### src/source/lpif_link_pkg.sv
/* Shared widths, link word layout and sync states for the one-channel logic link.
   Modules import this package inside their bodies and use scoped names in their headers. */
`default_nettype none

package lpif_link_pkg;

  //////////////////////////////////////////////////
  // Word and lane sizes
  //////////////////////////////////////////////////

  // Packed downstream/upstream word
  localparam int LINK_WORD_W = 89;
  // One die-to-die PHY lane
  localparam int PHY_LANE_W  = 40;
  // Three lanes side by side
  localparam int LANE_VEC_W  = 3 * PHY_LANE_W;

  //////////////////////////////////////////////////
  // Field offsets inside the link word
  //////////////////////////////////////////////////

  localparam int OFS_DATA      = 0;   // 64 bits
  localparam int OFS_CRC       = 64;  // 16 bits
  localparam int OFS_STATE     = 80;  // 4 bits
  localparam int OFS_PROTID    = 84;  // 2 bits
  localparam int OFS_DVALID    = 86;
  localparam int OFS_CRC_VALID = 87;
  localparam int OFS_VALID     = 88;

  // Sideband bits in the lane vector, above the word
  localparam int STB_BIT = 89;
  localparam int MRK_BIT = 90;

  //////////////////////////////////////////////////
  // Auto-sync
  //////////////////////////////////////////////////

  // Strobe period in cycles
  localparam int STROBE_INTERVAL = 8;
  localparam int STB_CNT_W       = $clog2(STROBE_INTERVAL);

  // Transmit online FSM
  typedef enum logic [1:0] {
    sync_offline,
    sync_counting,
    sync_online
  } sync_state_t;

endpackage

`default_nettype wire

### src/source/link_auto_sync.sv
/* Delays the link online status by programmable counts and makes the periodic strobe.
   Feeds the lane concat block with tx/rx online levels and the strobe bit. */
`default_nettype none

module link_auto_sync (
  input  logic       clk_wr,
  input  logic       rst_n,
  input  logic       tx_online,
  input  logic       rx_online,
  input  logic [7:0] delay_x_value,
  input  logic [7:0] delay_xz_value,
  input  logic [7:0] delay_yz_value,
  output logic       tx_online_delay,
  output logic       rx_online_delay,
  output logic       tx_strobe
);

  import lpif_link_pkg::*;

  sync_state_t          tx_state;
  logic [7:0]           tx_cnt;
  logic [7:0]           rx_x_cnt;
  logic [7:0]           rx_yz_cnt;
  logic                 rx_x_done;
  logic                 rx_yz_done;
  logic [STB_CNT_W-1:0] stb_cnt;

  //////////////////////////////////////////////////
  // Transmit side
  //////////////////////////////////////////////////

  // Count starts at 1 on entry, so a delay of N lands N edges later
  always_ff @(posedge clk_wr or negedge rst_n) begin
    if (!rst_n) begin
      tx_state <= sync_offline;
      tx_cnt   <= '0;
    end else begin
      case (tx_state)
        sync_offline: begin
          tx_cnt <= 8'd1;
          if (tx_online) begin
            // Zero delay goes straight online
            tx_state <= (delay_xz_value == 8'd0) ? sync_online : sync_counting;
          end
        end
        sync_counting: begin
          if (!tx_online) begin
            tx_state <= sync_offline;
          end else if (tx_cnt >= delay_xz_value) begin
            tx_state <= sync_online;
          end else begin
            // Saturating count
            tx_cnt <= tx_cnt + 8'd1;
          end
        end
        sync_online: begin
          if (!tx_online) begin
            tx_state <= sync_offline;
          end
        end
        default: begin
          tx_state <= sync_offline;
        end
      endcase
    end
  end

  assign tx_online_delay = (tx_state == sync_online);

  //////////////////////////////////////////////////
  // Receive side
  //////////////////////////////////////////////////

  // Each counter holds at its threshold
  always_ff @(posedge clk_wr or negedge rst_n) begin
    if (!rst_n) begin
      rx_x_cnt  <= '0;
      rx_yz_cnt <= '0;
    end else begin
      if (!rx_online) begin
        rx_x_cnt <= '0;
      end else if (rx_x_cnt < delay_x_value) begin
        rx_x_cnt <= rx_x_cnt + 8'd1;
      end
      // Far side must have been online long enough too
      if (!tx_online_delay) begin
        rx_yz_cnt <= '0;
      end else if (rx_yz_cnt < delay_yz_value) begin
        rx_yz_cnt <= rx_yz_cnt + 8'd1;
      end
    end
  end

  assign rx_x_done  = rx_online && (rx_x_cnt >= delay_x_value);
  assign rx_yz_done = tx_online_delay && (rx_yz_cnt >= delay_yz_value);

  // Later of the two conditions wins; drops on the edge after rx_online falls
  always_ff @(posedge clk_wr or negedge rst_n) begin
    if (!rst_n) begin
      rx_online_delay <= 1'b0;
    end else begin
      rx_online_delay <= rx_x_done && rx_yz_done;
    end
  end

  //////////////////////////////////////////////////
  // Periodic strobe
  //////////////////////////////////////////////////

  // Phase zero lines up with the first online cycle
  always_ff @(posedge clk_wr or negedge rst_n) begin
    if (!rst_n) begin
      stb_cnt <= '0;
    end else if (!tx_online_delay) begin
      stb_cnt <= '0;
    end else if (stb_cnt == STB_CNT_W'(STROBE_INTERVAL - 1)) begin
      stb_cnt <= '0;
    end else begin
      stb_cnt <= stb_cnt + STB_CNT_W'(1);
    end
  end

  assign tx_strobe = tx_online_delay && (stb_cnt == '0);

endmodule

`default_nettype wire

### src/source/lpif_field_pack.sv
/* Packs the downstream LPIF fields into a registered link word and unpacks
   the received word onto the upstream fields, gated by the word-ok qualifier. */
`default_nettype none

module lpif_field_pack (
  input  logic                                clk_wr,
  input  logic                                rst_n,
  // Downstream fields
  input  logic [3:0]                          dstrm_state,
  input  logic [1:0]                          dstrm_protid,
  input  logic [63:0]                         dstrm_data,
  input  logic                                dstrm_dvalid,
  input  logic [15:0]                         dstrm_crc,
  input  logic                                dstrm_crc_valid,
  input  logic                                dstrm_valid,
  // Received word
  input  logic [lpif_link_pkg::LINK_WORD_W-1:0] rx_word,
  input  logic                                rx_word_ok,
  // Word to the lanes
  output logic [lpif_link_pkg::LINK_WORD_W-1:0] tx_word,
  // Upstream fields
  output logic [3:0]                          ustrm_state,
  output logic [1:0]                          ustrm_protid,
  output logic [63:0]                         ustrm_data,
  output logic                                ustrm_dvalid,
  output logic [15:0]                         ustrm_crc,
  output logic                                ustrm_crc_valid,
  output logic                                ustrm_valid
);

  import lpif_link_pkg::*;

  //////////////////////////////////////////////////
  // Transmit pack
  //////////////////////////////////////////////////

  // One register stage; every bit of the word is covered
  always_ff @(posedge clk_wr or negedge rst_n) begin
    if (!rst_n) begin
      tx_word <= '0;
    end else begin
      tx_word[OFS_DATA +: 64]     <= dstrm_data;
      tx_word[OFS_CRC +: 16]      <= dstrm_crc;
      tx_word[OFS_STATE +: 4]     <= dstrm_state;
      tx_word[OFS_PROTID +: 2]    <= dstrm_protid;
      tx_word[OFS_DVALID]         <= dstrm_dvalid;
      tx_word[OFS_CRC_VALID]      <= dstrm_crc_valid;
      tx_word[OFS_VALID]          <= dstrm_valid;
    end
  end

  //////////////////////////////////////////////////
  // Receive unpack
  //////////////////////////////////////////////////

  // Combinational slice; all zero until the word is qualified
  always_comb begin
    ustrm_data      = '0;
    ustrm_crc       = '0;
    ustrm_state     = '0;
    ustrm_protid    = '0;
    ustrm_dvalid    = 1'b0;
    ustrm_crc_valid = 1'b0;
    ustrm_valid     = 1'b0;
    if (rx_word_ok) begin
      ustrm_data      = rx_word[OFS_DATA +: 64];
      ustrm_crc       = rx_word[OFS_CRC +: 16];
      ustrm_state     = rx_word[OFS_STATE +: 4];
      ustrm_protid    = rx_word[OFS_PROTID +: 2];
      ustrm_dvalid    = rx_word[OFS_DVALID];
      ustrm_crc_valid = rx_word[OFS_CRC_VALID];
      ustrm_valid     = rx_word[OFS_VALID];
    end
  end

endmodule

`default_nettype wire

### src/source/phy_lane_concat.sv
/* Spreads the link word, strobe and marker over three 40-bit PHY lanes, and
   gathers the received lanes back into a word qualified by marker and online state. */
`default_nettype none

module phy_lane_concat (
  input  logic                                  clk_wr,
  input  logic                                  rst_n,
  input  logic [lpif_link_pkg::LINK_WORD_W-1:0] tx_word,
  input  logic                                  tx_online_delay,
  input  logic                                  tx_strobe,
  input  logic                                  rx_online_delay,
  // Received lanes
  input  logic [lpif_link_pkg::PHY_LANE_W-1:0]  rx_phy0,
  input  logic [lpif_link_pkg::PHY_LANE_W-1:0]  rx_phy1,
  input  logic [lpif_link_pkg::PHY_LANE_W-1:0]  rx_phy2,
  // Transmitted lanes
  output logic [lpif_link_pkg::PHY_LANE_W-1:0]  tx_phy0,
  output logic [lpif_link_pkg::PHY_LANE_W-1:0]  tx_phy1,
  output logic [lpif_link_pkg::PHY_LANE_W-1:0]  tx_phy2,
  // Received word
  output logic [lpif_link_pkg::LINK_WORD_W-1:0] rx_word,
  output logic                                  rx_word_ok
);

  import lpif_link_pkg::*;

  logic [LANE_VEC_W-1:0] tx_vec;
  logic [LANE_VEC_W-1:0] rx_vec;
  logic                  rx_mrk;

  //////////////////////////////////////////////////
  // Transmit
  //////////////////////////////////////////////////

  // Word in the low bits, then strobe and marker
  always_comb begin
    tx_vec                       = '0;
    tx_vec[LINK_WORD_W-1:0]      = tx_word;
    tx_vec[STB_BIT]              = tx_strobe;
    // Persistent marker, set on every word
    tx_vec[MRK_BIT]              = 1'b1;
  end

  // Lanes idle at zero while offline
  always_ff @(posedge clk_wr or negedge rst_n) begin
    if (!rst_n) begin
      tx_phy0 <= '0;
      tx_phy1 <= '0;
      tx_phy2 <= '0;
    end else if (tx_online_delay) begin
      tx_phy0 <= tx_vec[0*PHY_LANE_W +: PHY_LANE_W];
      tx_phy1 <= tx_vec[1*PHY_LANE_W +: PHY_LANE_W];
      tx_phy2 <= tx_vec[2*PHY_LANE_W +: PHY_LANE_W];
    end else begin
      tx_phy0 <= '0;
      tx_phy1 <= '0;
      tx_phy2 <= '0;
    end
  end

  //////////////////////////////////////////////////
  // Receive
  //////////////////////////////////////////////////

  // Same lane order as transmit
  assign rx_vec = {rx_phy2, rx_phy1, rx_phy0};

  // Only the word and marker are kept; strobe and spare bits are dropped
  always_ff @(posedge clk_wr or negedge rst_n) begin
    if (!rst_n) begin
      rx_word <= '0;
      rx_mrk  <= 1'b0;
    end else begin
      rx_word <= rx_vec[LINK_WORD_W-1:0];
      rx_mrk  <= rx_vec[MRK_BIT];
    end
  end

  // Marker present and receive side online
  assign rx_word_ok = rx_online_delay && rx_mrk;

endmodule

`default_nettype wire

### src/source/lpif_link_top.sv
/* Top of the one-channel logic link between the LPIF adapter and three PHY lanes.
   Wires auto-sync, field pack and lane concat together in the clk_wr domain. */
`default_nettype none

module lpif_link_top (
  input  logic                                 clk_wr,
  input  logic                                 rst_n,
  // Link control
  input  logic                                 tx_online,
  input  logic                                 rx_online,
  input  logic [7:0]                           delay_x_value,
  input  logic [7:0]                           delay_xz_value,
  input  logic [7:0]                           delay_yz_value,
  // Downstream channel
  input  logic [3:0]                           dstrm_state,
  input  logic [1:0]                           dstrm_protid,
  input  logic [63:0]                          dstrm_data,
  input  logic                                 dstrm_dvalid,
  input  logic [15:0]                          dstrm_crc,
  input  logic                                 dstrm_crc_valid,
  input  logic                                 dstrm_valid,
  // PHY lanes
  input  logic [lpif_link_pkg::PHY_LANE_W-1:0] rx_phy0,
  input  logic [lpif_link_pkg::PHY_LANE_W-1:0] rx_phy1,
  input  logic [lpif_link_pkg::PHY_LANE_W-1:0] rx_phy2,
  output logic [lpif_link_pkg::PHY_LANE_W-1:0] tx_phy0,
  output logic [lpif_link_pkg::PHY_LANE_W-1:0] tx_phy1,
  output logic [lpif_link_pkg::PHY_LANE_W-1:0] tx_phy2,
  // Upstream channel
  output logic [3:0]                           ustrm_state,
  output logic [1:0]                           ustrm_protid,
  output logic [63:0]                          ustrm_data,
  output logic                                 ustrm_dvalid,
  output logic [15:0]                          ustrm_crc,
  output logic                                 ustrm_crc_valid,
  output logic                                 ustrm_valid
);

  import lpif_link_pkg::*;

  //////////////////////////////////////////////////
  // Interconnect
  //////////////////////////////////////////////////

  logic                   tx_online_delay;
  logic                   rx_online_delay;
  logic                   tx_strobe;
  logic [LINK_WORD_W-1:0] tx_word;
  logic [LINK_WORD_W-1:0] rx_word;
  logic                   rx_word_ok;

  // Online delays and strobe
  link_auto_sync i_link_auto_sync (
    .clk_wr          (clk_wr),
    .rst_n           (rst_n),
    .tx_online       (tx_online),
    .rx_online       (rx_online),
    .delay_x_value   (delay_x_value),
    .delay_xz_value  (delay_xz_value),
    .delay_yz_value  (delay_yz_value),
    .tx_online_delay (tx_online_delay),
    .rx_online_delay (rx_online_delay),
    .tx_strobe       (tx_strobe)
  );

  // Field pack/unpack
  lpif_field_pack i_lpif_field_pack (
    .clk_wr          (clk_wr),
    .rst_n           (rst_n),
    .dstrm_state     (dstrm_state),
    .dstrm_protid    (dstrm_protid),
    .dstrm_data      (dstrm_data),
    .dstrm_dvalid    (dstrm_dvalid),
    .dstrm_crc       (dstrm_crc),
    .dstrm_crc_valid (dstrm_crc_valid),
    .dstrm_valid     (dstrm_valid),
    .rx_word         (rx_word),
    .rx_word_ok      (rx_word_ok),
    .tx_word         (tx_word),
    .ustrm_state     (ustrm_state),
    .ustrm_protid    (ustrm_protid),
    .ustrm_data      (ustrm_data),
    .ustrm_dvalid    (ustrm_dvalid),
    .ustrm_crc       (ustrm_crc),
    .ustrm_crc_valid (ustrm_crc_valid),
    .ustrm_valid     (ustrm_valid)
  );

  // Lane mapping
  phy_lane_concat i_phy_lane_concat (
    .clk_wr          (clk_wr),
    .rst_n           (rst_n),
    .tx_word         (tx_word),
    .tx_online_delay (tx_online_delay),
    .tx_strobe       (tx_strobe),
    .rx_online_delay (rx_online_delay),
    .rx_phy0         (rx_phy0),
    .rx_phy1         (rx_phy1),
    .rx_phy2         (rx_phy2),
    .tx_phy0         (tx_phy0),
    .tx_phy1         (tx_phy1),
    .tx_phy2         (tx_phy2),
    .rx_word         (rx_word),
    .rx_word_ok      (rx_word_ok)
  );

endmodule

`default_nettype wire

### config.mk
export PLATFORM = sky130hd
export DESIGN_NAME = lpif_link_top
export DESIGN_NICKNAME = d
export VERILOG_FILES = /design/src/source/lpif_link_pkg.sv /design/src/source/link_auto_sync.sv /design/src/source/lpif_field_pack.sv /design/src/source/phy_lane_concat.sv /design/src/source/lpif_link_top.sv
export SDC_FILE = /design/constraint.sdc
export NUM_CORES = 1
export LEC_CHECK = 0
export BUFFER_PORTS_ARGS = -buffer_cell sky130_fd_sc_hd__buf_2
export CORE_AREA = 2 2 171 173
export DETAILED_ROUTE_END_ITERATION = 10
export DIE_AREA = 0 0 173 175
export HOLD_SLACK_MARGIN = 0.02
export PLACE_DENSITY_LB_ADDON = 0.15
export SLEW_MARGIN = 20
export SYNTH_ARGS = -nofsm -noshare
export SYNTH_HDL_FRONTEND = slang
export SYNTH_SLANG_ARGS = --single-unit
### constraint.sdc
create_clock -name clk_wr -period 2.35 [get_ports clk_wr]
set_input_delay 0.3525 -clock clk_wr [delete_from_list [all_inputs] [get_ports clk_wr]]
set_output_delay 0.3525 -clock clk_wr [all_outputs]
set_load 0.005 [all_outputs]
== Yosys cells after proc, flatten, opt, wreduce, memory -nomap -nowiden ==
Index checks and enable logic that the tools add are counted.
Cells by class
  equality and inequality tests: 10
  muxes and demuxes: 25
  add/subtract/negate cells: 4
  magnitude comparators: 5
  reduce and logical (&&, ||, !) cells: 11
Operators by type and width (number)
  $mux 40: 2
  $mux 64: 1
  $mux 8: 6
  $add 8x1->8 const B: 3
  $ge 8x8->1: 3
  $lt 8x8->1: 2
  $mux 16: 1
  $pmux 8 s2: 1
  $mux 2: 6
  $mux 11: 1
  $ne 2x2->1 const B: 5
  $logic_not 8->1: 1
  $mux 3: 2
  $pmux 2 s3: 1
  $reduce_and 3->1: 2
  $logic_and 1x1->1: 5
  $mux 4: 1
  $add 3x1->3 const B: 1
  $eq 3x3->1 const B: 1
  $logic_not 3->1: 1
  $mux 1: 3
  $ne 3x2->1 const B: 1
  $eq 2x1->1 const B: 1
  $eq 2x2->1 const B: 1
  3 further kinds: 3
Word-level totals
  register bits after elaboration: 300
  output and inout port bits: 209
  input port bits: 237

== Longest topological paths before layout ==
Gate-level depths: netlist of the first run.
  word-level depth: 4
  depth in mapped cells: 8
  mapped depth without buffers: 8

== Modules after synthesis ==
From an unflattened synthesis of the first run, not the netlist that was laid out.
Unflattened totals
  cells, all modules: 749
  area, all modules: 10458.8 um^2
Modules (own cells, without submodules)
  phy_lane_concat: times used 1, cells each 311, area an instance 5431.5 um^2
  lpif_field_pack: times used 1, cells each 187, area an instance 2837.7 um^2
  link_auto_sync: times used 1, cells each 251, area an instance 2189.6 um^2

== Least setup slack after synthesis of the first run ==
OpenSTA, ideal clock, no wires.
  path kind: flip-flop to flip-flop
  from: register i_link_auto_sync.tx_cnt[3]
  to: register i_link_auto_sync.tx_cnt[7]
  stages on the path, launching flop included: 8
  period minus slack after synthesis: 1.834 ns
  arrival: 1.713 ns
  setup slack: 0.516 ns
  required time: 2.229 ns
  path through: dfrtp_1 -> ha_1 -> nor4_4 -> o21ai_2 -> nand3_2 -> nand4_1 -> mux2_1 -> a22o_1
Between the ends
  cells in the longest elaborated chain, start to end: 4
Ends and longest elaborated chain
  start, declared: RTL line link_auto_sync.sv:21  | logic [7:0] tx_cnt;
  start signal, assigned: RTL line link_auto_sync.sv:53  | tx_cnt <= tx_cnt + 8'd1;
  $add 8x1->8: RTL line link_auto_sync.sv:53
  $mux 8: RTL line link_auto_sync.sv:49  | end else if (tx_cnt >= delay_xz_value) begin
  $mux 8: RTL line link_auto_sync.sv:47  | if (!tx_online) begin
  $pmux 8 s2: RTL line link_auto_sync.sv:38  | case (tx_state)
Parallel ways exist; a longest one is shown, timed or not. The select of a mux whose other input is x is not followed.
A chain may end at the register's enable or synchronous reset.

== Worst setup path after layout of the first run ==
  from: register i_phy_lane_concat.rx_mrk
  to: output port ustrm_state[0]
Between the ends
  cells in the longest elaborated chain, start to end: 2
Ends and longest elaborated chain
  start, declared: RTL line phy_lane_concat.sv:29  | logic rx_mrk;
  start signal, assigned: RTL line phy_lane_concat.sv:75  | rx_mrk <= rx_vec[MRK_BIT];
  $logic_and 1x1->1: RTL line phy_lane_concat.sv:80  | assign rx_word_ok = rx_online_delay && rx_mrk;
  $mux 4: RTL line lpif_field_pack.sv:65  | if (rx_word_ok) begin
  end, declared: RTL line lpif_link_top.sv:30  | output logic [3:0] ustrm_state,
Every way passes these cells.

==> results of run 1 <==
==> cell type report <==
type                            instances  area, sq um  share of cell area
Clock buffer                           46          966              0.0612
Clock inverter                         15          200              0.0127
Inverter                               31          116             0.00737
Multi-Input combinational cell        385         2540               0.161
Sequential cell                       300         7510               0.476
Tap cell                              384          480              0.0304
Timing Repair Buffer                  588         3980               0.252
==> metrics by stage <==
stage          setup slack (ns)  power, uW   util  cells
2_1_floorplan             0.516       6160      -    777
3_3_place_gp              0.340       6770  0.452   1508
3_5_place_dp              0.309       6790  0.452   1508
4_1_cts                   0.189      12500  0.556   1749
5_1_grt                  0.0923      12900  0.556   1749
6_report                  0.215      12300  0.556   1749
==> cell usage after synthesis, types with 5 or more instances <==
| cell type | n |
|---|---|
| sky130_fd_sc_hd__and3_1 | 91 |
| sky130_fd_sc_hd__a21oi_1 | 12 |
| sky130_fd_sc_hd__nand2b_1 | 5 |
| sky130_fd_sc_hd__buf_4 | 29 |
| sky130_fd_sc_hd__nor3_1 | 6 |
| sky130_fd_sc_hd__xnor2_1 | 10 |
| sky130_fd_sc_hd__nor2_1 | 13 |
| sky130_fd_sc_hd__ha_1 | 30 |
| sky130_fd_sc_hd__nor4_1 | 5 |
| sky130_fd_sc_hd__dfrtp_1 | 300 |
| sky130_fd_sc_hd__nand3_1 | 13 |
| sky130_fd_sc_hd__and2_1 | 95 |
| sky130_fd_sc_hd__nand2_1 | 20 |
| sky130_fd_sc_hd__inv_1 | 31 |
| sky130_fd_sc_hd__o21ai_0 | 7 |
| sky130_fd_sc_hd__clkbuf_1 | 32 |
| sky130_fd_sc_hd__nand4_1 | 9 |
==> worst reg2reg max path, cell delays in order, from the launching register on <==
cell and delay, ns:
sky130_fd_sc_hd__dfrtp_1 0.46, sky130_fd_sc_hd__ha_1 0.27, sky130_fd_sc_hd__nor4_4 0.29, sky130_fd_sc_hd__o21ai_2 0.12
sky130_fd_sc_hd__a31oi_4 0.29, sky130_fd_sc_hd__nand4_1 0.16, sky130_fd_sc_hd__xnor2_1 0.15, sky130_fd_sc_hd__a22o_1 0.18
==> cells in the final DEF (no fill, tap or decap), types with 13 or more instances in the layout <==
cell                              n
sky130_fd_sc_hd__buf_2          385
sky130_fd_sc_hd__dfrtp_1        298
sky130_fd_sc_hd__dlygate4sd3_1  180
sky130_fd_sc_hd__and2_1          95
sky130_fd_sc_hd__and3_1          91
sky130_fd_sc_hd__clkbuf_16       34
sky130_fd_sc_hd__inv_1           30
sky130_fd_sc_hd__ha_1            30
sky130_fd_sc_hd__conb_1          29
sky130_fd_sc_hd__nand2_1         20
sky130_fd_sc_hd__buf_4           16
sky130_fd_sc_hd__nand3_1         13
sky130_fd_sc_hd__nor2_1          13
==> registers in the layout, indices dropped and copies added, names as in the netlist <==
signal,cells
i_link_auto_sync.tx_state,2
i_link_auto_sync.rx_online_delay,1
i_link_auto_sync.rx_x_cnt,8
i_phy_lane_concat.tx_phy0,40
i_link_auto_sync.tx_cnt,8
i_lpif_field_pack.tx_word,89
i_link_auto_sync.stb_cnt,3
i_phy_lane_concat.rx_word,89
i_phy_lane_concat.rx_mrk,1
i_link_auto_sync.rx_yz_cnt,8
i_phy_lane_concat.tx_phy1,40
i_phy_lane_concat.tx_phy2,11
==> path summary, 6_finish.rpt <==
check                                                endpoint  slack (ns)  cells past startpoint
worst max-delay path                           ustrm_state[0]        0.22                      3
worst min-delay path             i_link_auto_sync.tx_state[1]        0.09                      2
worst max register to register     i_link_auto_sync.tx_cnt[4]        0.32                      7
worst min register to register   i_phy_lane_concat.tx_phy1[8]        0.44                      1
max in group asynchronous       i_lpif_field_pack.tx_word[82]        1.19                      3
min in group asynchronous        i_link_auto_sync.rx_x_cnt[4]        0.40                      2
==> kinds of logic (layout without fill, tap and decap cells) <==
kind of cell | Yosys count | count (layout)
flip-flops | 300 | 300
XOR/XNOR | 12 | 12
AND/OR/NAND/NOR | 271 | 271
adder cells (fa/ha/maj) | 30 | 30
buffers and inverters | 92 | 680
multiplexers | 5 | 5
other | 1 | 29
AO/OA/AOI/OAI | 38 | 38
==> layer usage <==
metal,share of wire,GRT usage,vias to the layer above
li1,-,-,3593
met1,0.39,0.203,3668
met2,0.50,0.309,324
met3,0.090,0.0633,51
met4,0.027,0.0611,0
met5,0,0,-
==> where the power goes <==
| part | switching, uW | internal [uW] |
|---|---|---|
| combinational | 621 | 661 |
| clock | 2070 | 3340 |
| sequential | 127 | 5510 |
| total | 2820 | 9510 |
==> results.txt, run 1 <==
----------------------------------------------------
[Logic synthesis]
  Sequential element share of the synthesized area ... 0.722
  Post-synth EDFFs ... 0
  Netlist cell types ... 45
  Largest family of logic cells by synthesized area ... simple AND/OR/NAND/NOR gates
  Fraction of registers with async set or reset after synthesis ... 1.00
  Gate Count Post-Synth ... 749
  Synth Area in XOR/XNOR ... 0.0101
  Post-Syn Area per Cell ... 13.9 sq um
  Fraction of the mapped netlist area in compound gates ... 0.0253
  Commonest register cell after synthesis ... sky130_fd_sc_hd__dfrtp_1
  Mux share of post-synthesis cell area ... 0.00506
  Cells taking the most area after synthesis ... sky130_fd_sc_hd__dfrtp_1 72%, sky130_fd_sc_hd__and2_1 5.7%, sky130_fd_sc_hd__and3_1 5.5%
  Synth Area in Adders ... 0.0361
  Number of register bits inferred by synthesis ... 300
  Cell taking the most area after synthesis ... sky130_fd_sc_hd__dfrtp_1
  Post-synthesis instance area ... 10,400 sq um
  Area share of and/or/nand/nor cells after synthesis ... 0.157
  Share of the synthesized area in the top cell type ... 0.722
  Synthesis Warnings ... 0

[CTS]
  Number of buffers inserted for hold repair after clock tree synthesis ... 180
  CTS tree ... built
  Clk root buf ... sky130_fd_sc_hd__clkbuf_16
  Latest clock arrival within the worst-skew pair ... 0.51 ns
  H-tree levels ... 2
  Post-cts resize count ... 0
  Buffers inserted by post-CTS timing repair ... 0
  # clock sinks ... 300
  Clock buffers created by TritonCTS ... 34
  CTS clock-pin slew for the worst setup and hold paths ... 0.05 ns
  Number of buffers on the longest clock path ... 3

[Die]
  Core box area ... 28,400 sq um
  Number of ports placed on the die boundary ... 446
  Die area ... 30,300 sq um
  Die outline height ... 175 um
  Initial core utilization ... 0.366
  Row count ... 62
  Die X ... 173 um

[Power and ir drop]
  Worst IR drop on VDD ... 0.000714 V
  Power density over the cells ... 781 nW/um^2
  Static power due to leakage ... 0.00861 uW

[Worst setup path]
  Critical path cell sequence ... buf_4 > and3_1 > buf_2
  Startpoint kind of the worst setup timing path ... flop
  Critical Path Sink Type ... primary output
  Arrival time worst endpoint ... 1.78 ns
  Longest individual stage delay on the worst path ... 0.62 ns
  Worst path bufs/invs ... 2
  Required time worst endpoint ... 2.00 ns
  Crit path launch ... i_phy_lane_concat.rx_mrk
  Setup CP Type ... reg2out
  Top fanout value on the critical path ... 32
  RR Startpoint ... i_link_auto_sync.tx_cnt[3]
  Family of cells with the greatest summed delay on the critical path ... flip-flops
  Library cell contributing the largest single delay on the critical path ... sky130_fd_sc_hd__dfrtp_2

[Timing]
  Worst Clk Skew ... 0.0139 ns
  Final Cycle Share ... 0.908
  Fin crit period ... 2.13 ns
  Slew Limit Headroom ... 0.508
  Total negative slack ... 0 ns
  Highest attainable clock frequency ... 0.468 GHz
  Number of failing setup endpoints in the final timing report ... 0
  Count of final max-slew check failures ... 0
  Worst-margin pin slew ... 0.738 ns
  RSZ-0062 raised after global routing ... no
  Min Hold Slack ... 0.0919 ns
  Hold Violations, Final ... 0

[Layout]
  Share of cells above drive strength 1 ... 0.350
  Final layout net count ... 1,607
  Number of filler instances in the final layout ... 2,420
  Layout Cell Area excl Fill ... 15,800 sq um
  Diode insertion count for antenna repair ... 0
  Area added between synthesis and finish ... 52.0%

[Global route]
  Pin count of the biggest net entering global routing ... 90
  Total congestion overflow ... 0
  Number of global-route vias before repair ... 8,095
  Gr usage total ... 0.178
  Global-route wire length before repair ... 42,700 um
  Initial antenna violation count ... 0

[Routing]
  Number of optimization iterations in the first detailed-route pass ... 4
  Post-DR wirelength/cell ... 15.5 um
  Number of design rule violations left after detail routing ... 0
  Wire length after detailed routing ... 27,100 um
  Detailed-route via count ... 7,636
  DR vias/cell ... 4.37
  Detailed router's first-iteration violation count ... 291
  Number of nets with antenna violations after detailed routing ... 0

[Hold path]
  Startpoint of the worst hold path ... tx_online
  Type of the tightest min-delay check ... in2reg

[Placed design]
  Number of buffers inserted by port buffering ... 386
  Routability Congestion ... 0.790
  Half-perimeter wire length after placement ... 18,600 um
  DP Area ... 12,800 sq um

[Run status]
  Result of the run ... completed

[Run]
  Max-cap violation count ... 0

----------------------------------------------------
No activity file was read; power rests on OpenSTA's default activity.
==> inputs of run 2 (changes only) <==
--- a/config.mk
+++ b/config.mk
@@ -6,9 +6,10 @@
 export NUM_CORES = 1
 export LEC_CHECK = 0
 export BUFFER_PORTS_ARGS = -buffer_cell sky130_fd_sc_hd__buf_2
-export CORE_AREA = 2 2 171 173
+export CORE_AREA = 2 2 172 174
+export CTS_BUF_LIST = sky130_fd_sc_hd__clkbuf_8
 export DETAILED_ROUTE_END_ITERATION = 10
-export DIE_AREA = 0 0 173 175
+export DIE_AREA = 0 0 174 176
 export HOLD_SLACK_MARGIN = 0.02
 export PLACE_DENSITY_LB_ADDON = 0.15
 export SLEW_MARGIN = 20
==> run 2 against run 1 <==
Register-to-register slack better by 0.03 ns; via count about the same; non-clock buffer count down 5; routed wire length up 1.2%; worst hold slack better by 0.031 ns; first-iteration DRC count up 11%; clock power down 18%; worst setup slack better by 0.12 ns; fmax up 5.8%; global-route usage up 0.15 points; design area down 1.5%; sequential power about the same; critical endpoint is now ustrm_crc[3].
==> results.txt, run 2 (synthesized netlist as in run 1, its figures left out) <==
----------------------------------------------------
[Power and ir drop]
  Reported net switching power ... 2760 uW
  Share of power burned in the clock network ... 0.392
  Total power consumption of the routed design ... 11,300 uW
  Switching share of total power ... 0.243
  Worst IR drop on VDD ... 0.000540 V
  Static power due to leakage ... 0.00856 uW
  Proportion of power drawn by combinational gates ... 0.109
  Power share of the sequential group ... 0.499
  Power density over the cells ... 729 nW/um^2
  Cell Int Power ... 8580 uW

[Routing]
  Post-DR wirelength/cell ... 15.5 um
  Detailed-route via count ... 7,637
  DR vias/cell ... 4.32
  Wire length after detailed routing ... 27,500 um
  Number of optimization iterations in the first detailed-route pass ... 4
  Number of design rule violations left after detail routing ... 0
  Number of nets with antenna violations after detailed routing ... 0
  Detailed router's first-iteration violation count ... 322

[Placed design]
  Pre-CTS setup slack ... 0.303 ns
  Number of buffers inserted by port buffering ... 386
  Routability Congestion ... 0.746
  Half-perimeter wire length after placement ... 18,100 um

[Timing]
  Highest attainable clock frequency ... 0.495 GHz
  Final worst setup slack ... 0.332 ns
  Slew Limit Headroom ... 0.544
  Hold Violations, Final ... 0
  Total negative slack ... 0 ns
  Fin crit period ... 2.02 ns
  Count of final max-slew check failures ... 0
  Final Cycle Share ... 0.859
  RSZ-0062 raised after global routing ... no
  Worst-margin pin slew ... 0.676 ns
  Worst Clk Skew ... 0.0218 ns
  Number of failing setup endpoints in the final timing report ... 0

[CTS]
  Post-cts resize count ... 0
  Clock buffers created by TritonCTS ... 51
  H-tree levels ... 2
  # clock sinks ... 300
  Number of buffers inserted for hold repair after clock tree synthesis ... 181
  Number of buffers on the longest clock path ... 3
  Buffers inserted by post-CTS timing repair ... 0
  CTS tree ... built
  Latest clock arrival within the worst-skew pair ... 0.57 ns
  CTS clock-pin slew for the worst setup and hold paths ... 0.06 ns
  Clk root buf ... sky130_fd_sc_hd__clkbuf_8

[Layout]
  Final layout net count ... 1,619
  Registers with the most flip-flops ... i_lpif_field_pack.tx_word x89, i_phy_lane_concat.rx_word x89
  Final Core Density ... 0.545
  Number of filler instances in the final layout ... 2,467
  Leading cell type in the layout, fill and taps excluded ... sky130_fd_sc_hd__buf_2
  Share of cells above drive strength 1 ... 0.351
  Area added between synthesis and finish ... 49.7%
  Leading cell types in the layout, fill and taps excluded ... 385 x sky130_fd_sc_hd__buf_2, 298 x sky130_fd_sc_hd__dfrtp_1, 181 x sky130_fd_sc_hd__dlygate4sd3_1, 95 x sky130_fd_sc_hd__and2_1, 91 x sky130_fd_sc_hd__and3_1

[Run status]
  Result of the run ... completed

[Worst setup path]
  Required time worst endpoint ... 2.00 ns
  Setup CP Type ... reg2out
  Arrival time worst endpoint ... 1.67 ns
  Critical Path Sink Type ... primary output
  Top fanout value on the critical path ... 83
  Startpoint kind of the worst setup timing path ... flop

[Global route]
  Pin count of the biggest net entering global routing ... 90
  Total congestion overflow ... 0
  Global-route wire length before repair ... 43,500 um
  Gr usage total ... 0.179
  Number of global-route vias before repair ... 8,276
  Initial antenna violation count ... 2

[Run]
  Max-cap violation count ... 0

[Die]
  Die outline height ... 176 um
  Initial core utilization ... 0.364
  Number of ports placed on the die boundary ... 446
  Core box area ... 28,500 sq um
  Die area ... 30,600 sq um
  Die X ... 174 um
  Row count ... 62

[Hold path]
  Type of the tightest min-delay check ... in2reg

----------------------------------------------------
==> run 2: final timing paths <==
check	startpoint	slack [ns]	cells past startpoint	endpoint
max in group asynchronous	rst_n	1.23	3	i_lpif_field_pack.tx_word[88]
min in group asynchronous	rst_n	0.32	2	i_lpif_field_pack.tx_word[59]
worst max register to register	i_link_auto_sync.tx_cnt[2]	0.35	7	i_link_auto_sync.tx_cnt[7]
worst min register to register	i_link_auto_sync.stb_cnt[2]	0.43	1	i_phy_lane_concat.tx_phy2[9]
worst max-delay path	i_phy_lane_concat.rx_mrk	0.33	3	ustrm_crc[3]
worst min-delay path	rx_online	0.12	2	i_link_auto_sync.rx_x_cnt[7]
==> run 2: per-stage QoR <==
stage          hold slack [ns]  std cells  instance area (sq um)
2_1_floorplan           0.0569        777                  10500
3_3_place_gp             0.339       1502                  12800
3_5_place_dp             0.354       1502                  12800
4_1_cts                 0.0831       1767                  15600
5_1_grt                  0.106       1769                  15600
6_report                 0.123       1769                  15600
==> run 2: power groups by stage <==
stage | clock [uW] | combinational (uW) | sequential (uW)
global route | 4900 | 1390 | 5690
floorplan | 0 | 438 | 5720
finish | 4440 | 1240 | 5660
CTS | 4620 | 1270 | 5660
detailed placement | 0 | 1020 | 5740
global placement | 0 | 1000 | 5740
==> run 2: cell type report <==
type	instances	area, sq um	area share
inverters	31	116	0.00748
diodes	2	5.00	0.000322
well taps	384	480	0.0309
clock inverters	20	97.6	0.00627
flip-flops and latches	300	7510	0.483
multi-input cells	385	2540	0.163
clock buffers	64	881	0.0566
repair buffers	583	3940	0.253
==> run 2: worst max-delay path: stages, from the launching register on <==
cell                      delay (ns)
sky130_fd_sc_hd__dfrtp_2        0.42
sky130_fd_sc_hd__buf_12         0.26
sky130_fd_sc_hd__and3_1         0.28
sky130_fd_sc_hd__buf_2          0.14
==> run 2: per-layer routing <==
metal	GRT usage	share of wire	up-vias
li1	-	-	3618
met1	0.214	0.39	3655
met2	0.297	0.49	316
met3	0.0668	0.090	48
met4	0.0669	0.029	0
met5	0	0	-
==> inputs of run 3 (changes only) <==
--- a/config.mk
+++ b/config.mk
@@ -5,11 +5,12 @@
 export SDC_FILE = /design/constraint.sdc
 export NUM_CORES = 1
 export LEC_CHECK = 0
+export ABC_AREA = 1
 export BUFFER_PORTS_ARGS = -buffer_cell sky130_fd_sc_hd__buf_2
-export CORE_AREA = 2 2 172 174
+export CORE_AREA = 2 2 174 176
 export CTS_BUF_LIST = sky130_fd_sc_hd__clkbuf_8
 export DETAILED_ROUTE_END_ITERATION = 10
-export DIE_AREA = 0 0 174 176
+export DIE_AREA = 0 0 176 178
 export HOLD_SLACK_MARGIN = 0.02
 export PLACE_DENSITY_LB_ADDON = 0.15
 export SLEW_MARGIN = 20
==> run 3 against run 2 <==
Critical path depth rose by 1; clock power rose by 2%; core utilization rose by 0.16 points.
==> results.txt, run 3 <==
----------------------------------------------------
[Run status]
  Result of the run ... completed

[Logic synthesis]
  Mux share of post-synthesis cell area ... 0
  Fraction of the mapped netlist area in compound gates ... 0.00714
  Leading cell type by number of instances after synthesis ... sky130_fd_sc_hd__dfrtp_1
  Post-synthesis instance area ... 10,900 sq um
  Synthesis Warnings ... 0
  Largest family of logic cells by synthesized area ... simple AND/OR/NAND/NOR gates
  Most frequent cells after synthesis ... 300 x sky130_fd_sc_hd__dfrtp_1, 238 x sky130_fd_sc_hd__inv_1, 214 x sky130_fd_sc_hd__nor2_1
  Sequential element share of the synthesized area ... 0.691
  Post-synth EDFFs ... 0
  Fraction of registers with async set or reset after synthesis ... 1.00
  Gate Count Post-Synth ... 1,034
  Commonest register cell after synthesis ... sky130_fd_sc_hd__dfrtp_1
  Synth Area in XOR/XNOR ... 0.00403
  Number of register bits inferred by synthesis ... 300
  Synth Area in Adders ... 0.0345
  Area share of and/or/nand/nor cells after synthesis ... 0.149
  Netlist cell types ... 28
  Share of the synthesized area in the top cell type ... 0.691
  Cell taking the most area after synthesis ... sky130_fd_sc_hd__dfrtp_1
  Cells taking the most area after synthesis ... sky130_fd_sc_hd__dfrtp_1 69%, sky130_fd_sc_hd__inv_1 8.2%, sky130_fd_sc_hd__nor2_1 7.4%
  Post-Syn Area per Cell ... 10.5 sq um

[Timing]
  Worst Clk Skew ... 0.0331 ns
  Hold Violations, Final ... 0
  Highest attainable clock frequency ... 0.491 GHz
  Final worst setup slack ... 0.314 ns
  Number of failing setup endpoints in the final timing report ... 0
  Slew Limit Headroom ... 0.615
  Total negative slack ... 0 ns
  Worst-margin pin slew ... 0.578 ns
  Final Cycle Share ... 0.867
  Count of final max-slew check failures ... 0
  Fin crit period ... 2.04 ns
  RSZ-0062 raised after global routing ... no

[Worst setup path]
  Critical path cell sequence ... nand2_2 > buf_12 > nor2_1 > buf_2
  RR Startpoint ... i_link_auto_sync.rx_x_cnt[3]
  Worst reg2reg setup slack ... 0.60 ns
  Worst path bufs/invs ... 2
  Required time worst endpoint ... 2.00 ns
  Setup CP Type ... reg2out
  Family of cells with the greatest summed delay on the critical path ... buffers and inverters
  Library cell contributing the largest single delay on the critical path ... sky130_fd_sc_hd__dfrtp_1
  Longest individual stage delay on the worst path ... 0.37 ns
  Register-to-Register Path Depth ... 10
  R2r endpoint ... i_link_auto_sync.rx_x_cnt[6]
  Top fanout value on the critical path ... 89
  Startpoint kind of the worst setup timing path ... flop
  Critical Path Sink Type ... primary output
  Arrival time worst endpoint ... 1.68 ns

[Placed design]
  Half-perimeter wire length after placement ... 19,100 um
  Routability Congestion ... 0.776
  Number of buffers inserted by port buffering ... 386
  Pre-CTS setup slack ... 0.587 ns
  DP Area ... 13,200 sq um

[CTS]
  Number of buffers on the longest clock path ... 3
  H-tree levels ... 2
  # clock sinks ... 300
  CTS clock-pin slew for the worst setup and hold paths ... 0.06 ns
  Post-cts resize count ... 0
  Clk root buf ... sky130_fd_sc_hd__clkbuf_8
  Latest clock arrival within the worst-skew pair ... 0.57 ns
  CTS tree ... built
  Clock buffers created by TritonCTS ... 50

[Power and ir drop]
  Reported net switching power ... 3280 uW
  Worst IR drop on VDD ... 0.000530 V
  Proportion of power drawn by combinational gates ... 0.151
  Switching share of total power ... 0.268
  Share of power burned in the clock network ... 0.370
  Total power consumption of the routed design ... 12,200 uW
  Power density over the cells ... 761 nW/um^2
  Power share of the sequential group ... 0.479
  Cell Int Power ... 8960 uW
  Static power due to leakage ... 0.00950 uW

[Layout]
  Area added between synthesis and finish ... 47.9%
  Layout Cell Area excl Fill ... 16,100 sq um
  Diode insertion count for antenna repair ... 0
  Registers with the most flip-flops ... i_lpif_field_pack.tx_word x89, i_phy_lane_concat.rx_word x89
  Share of cells above drive strength 1 ... 0.291
  Leading cell type in the layout, fill and taps excluded ... sky130_fd_sc_hd__buf_2
  Leading cell types in the layout, fill and taps excluded ... 385 x sky130_fd_sc_hd__buf_2, 300 x sky130_fd_sc_hd__dfrtp_1, 253 x sky130_fd_sc_hd__inv_1, 214 x sky130_fd_sc_hd__nor2_1, 181 x sky130_fd_sc_hd__dlygate4sd3_1
  Final layout net count ... 1,911
  Final Core Density ... 0.547
  Number of filler instances in the final layout ... 2,616

[Global route]
  Pin count of the biggest net entering global routing ... 90
  Initial antenna violation count ... 0
  Global-route wire length before repair ... 43,500 um
  Number of global-route vias before repair ... 8,651
  Total congestion overflow ... 0
  Gr usage total ... 0.177

[Hold path]
  Hold endpoint ... i_link_auto_sync.rx_x_cnt[2]
  Type of the tightest min-delay check ... in2reg
  Hold Path Depth ... 3
  Startpoint of the worst hold path ... rx_online

[Die]
  Row count ... 63
  Die outline height ... 178 um
  Number of ports placed on the die boundary ... 446
  Die X ... 176 um
  Die area ... 31,300 sq um
  Core box area ... 29,400 sq um
  Initial core utilization ... 0.370

[Routing]
  Wire length after detailed routing ... 28,100 um
  Number of nets with antenna violations after detailed routing ... 0
  Post-DR wirelength/cell ... 13.6 um
  Detailed-route via count ... 8,431
  DR vias/cell ... 4.07
  Number of design rule violations left after detail routing ... 0
  Detailed router's first-iteration violation count ... 304
  Number of optimization iterations in the first detailed-route pass ... 4

[Run]
  Max-cap violation count ... 0

----------------------------------------------------
-- run 3: power by group through the flow --
stage / sequential (uW) / clock (uW) / combinational, uW
6_report: 5870 / 4530 / 1850
2_1_floorplan: 5980 / 0 / 755
5_1_grt: 5920 / 4960 / 2100
3_5_place_dp: 5950 / 0 / 1640
4_1_cts: 5870 / 4700 / 1890
3_3_place_gp: 5940 / 0 / 1620
-- run 3: final cells by class --
type / instances / area, sq um / share of cell area
inverters: 240 / 902 / 0.0561
well taps: 390 / 488 / 0.0304
repair buffers: 581 / 3930 / 0.245
multi-input cells: 471 / 2230 / 0.139
flip-flops and latches: 300 / 7510 / 0.467
clock inverters: 30 / 176 / 0.0110
clock buffers: 61 / 840 / 0.0522
-- run 3: worst max path at each step --
stage                                     startpoint                             to  slack, ns  depth (start not counted)
floorplan              i_link_auto_sync.rx_yz_cnt[3]  i_link_auto_sync.rx_yz_cnt[2]       0.87                         10
global placement                   delay_yz_value[7]  i_link_auto_sync.rx_yz_cnt[3]       0.62                         10
detailed placement                  delay_x_value[7]   i_link_auto_sync.rx_x_cnt[3]       0.59                         10
CTS                 i_link_auto_sync.rx_online_delay                 ustrm_data[50]       0.23                          4
global route        i_link_auto_sync.rx_online_delay                 ustrm_data[50]       0.21                          4
finish              i_link_auto_sync.rx_online_delay                 ustrm_data[50]       0.31                          4
-- run 3: logic make-up (layout without fill, tap and decap cells) --
kind of cell	count (synthesis)	count (layout)
other cells	1	29
compound gates	13	13
buf+inv	291	912
xor+xnor	5	5
flops	300	300
simple gates	394	394
fa+ha+maj	30	30
-- run 3: stage by stage --
stage               cells  hold slack [ns]
CTS                  2073            0.125
finish               2073            0.183
global placement     1801            0.374
floorplan            1062           0.0569
global route         2073            0.170
detailed placement   1801            0.364
-- run 3: tightest hold or removal path, cell delays in order --
cell	delay [ns]
sky130_fd_sc_hd__buf_2	0.18
sky130_fd_sc_hd__nand3_1	0.10
sky130_fd_sc_hd__nand2_1	0.05
-- run 3: per-layer routing --
metal,share of wire,routed length (um),vias to the layer above,GRT usage
li1,-,-,4163,-
met1,0.39,11000,3907,0.204
met2,0.50,14100,309,0.310
met3,0.078,2200,52,0.0573
met4,0.029,829,0,0.0613
met5,0,0,-,0
-- run 3: what timing repair did --
item | 4_1_cts | 5_1_grt
setup buffers | 0 | 0
hold buffers | 181 | 0
endpoints found under the hold margin | 244 | 0
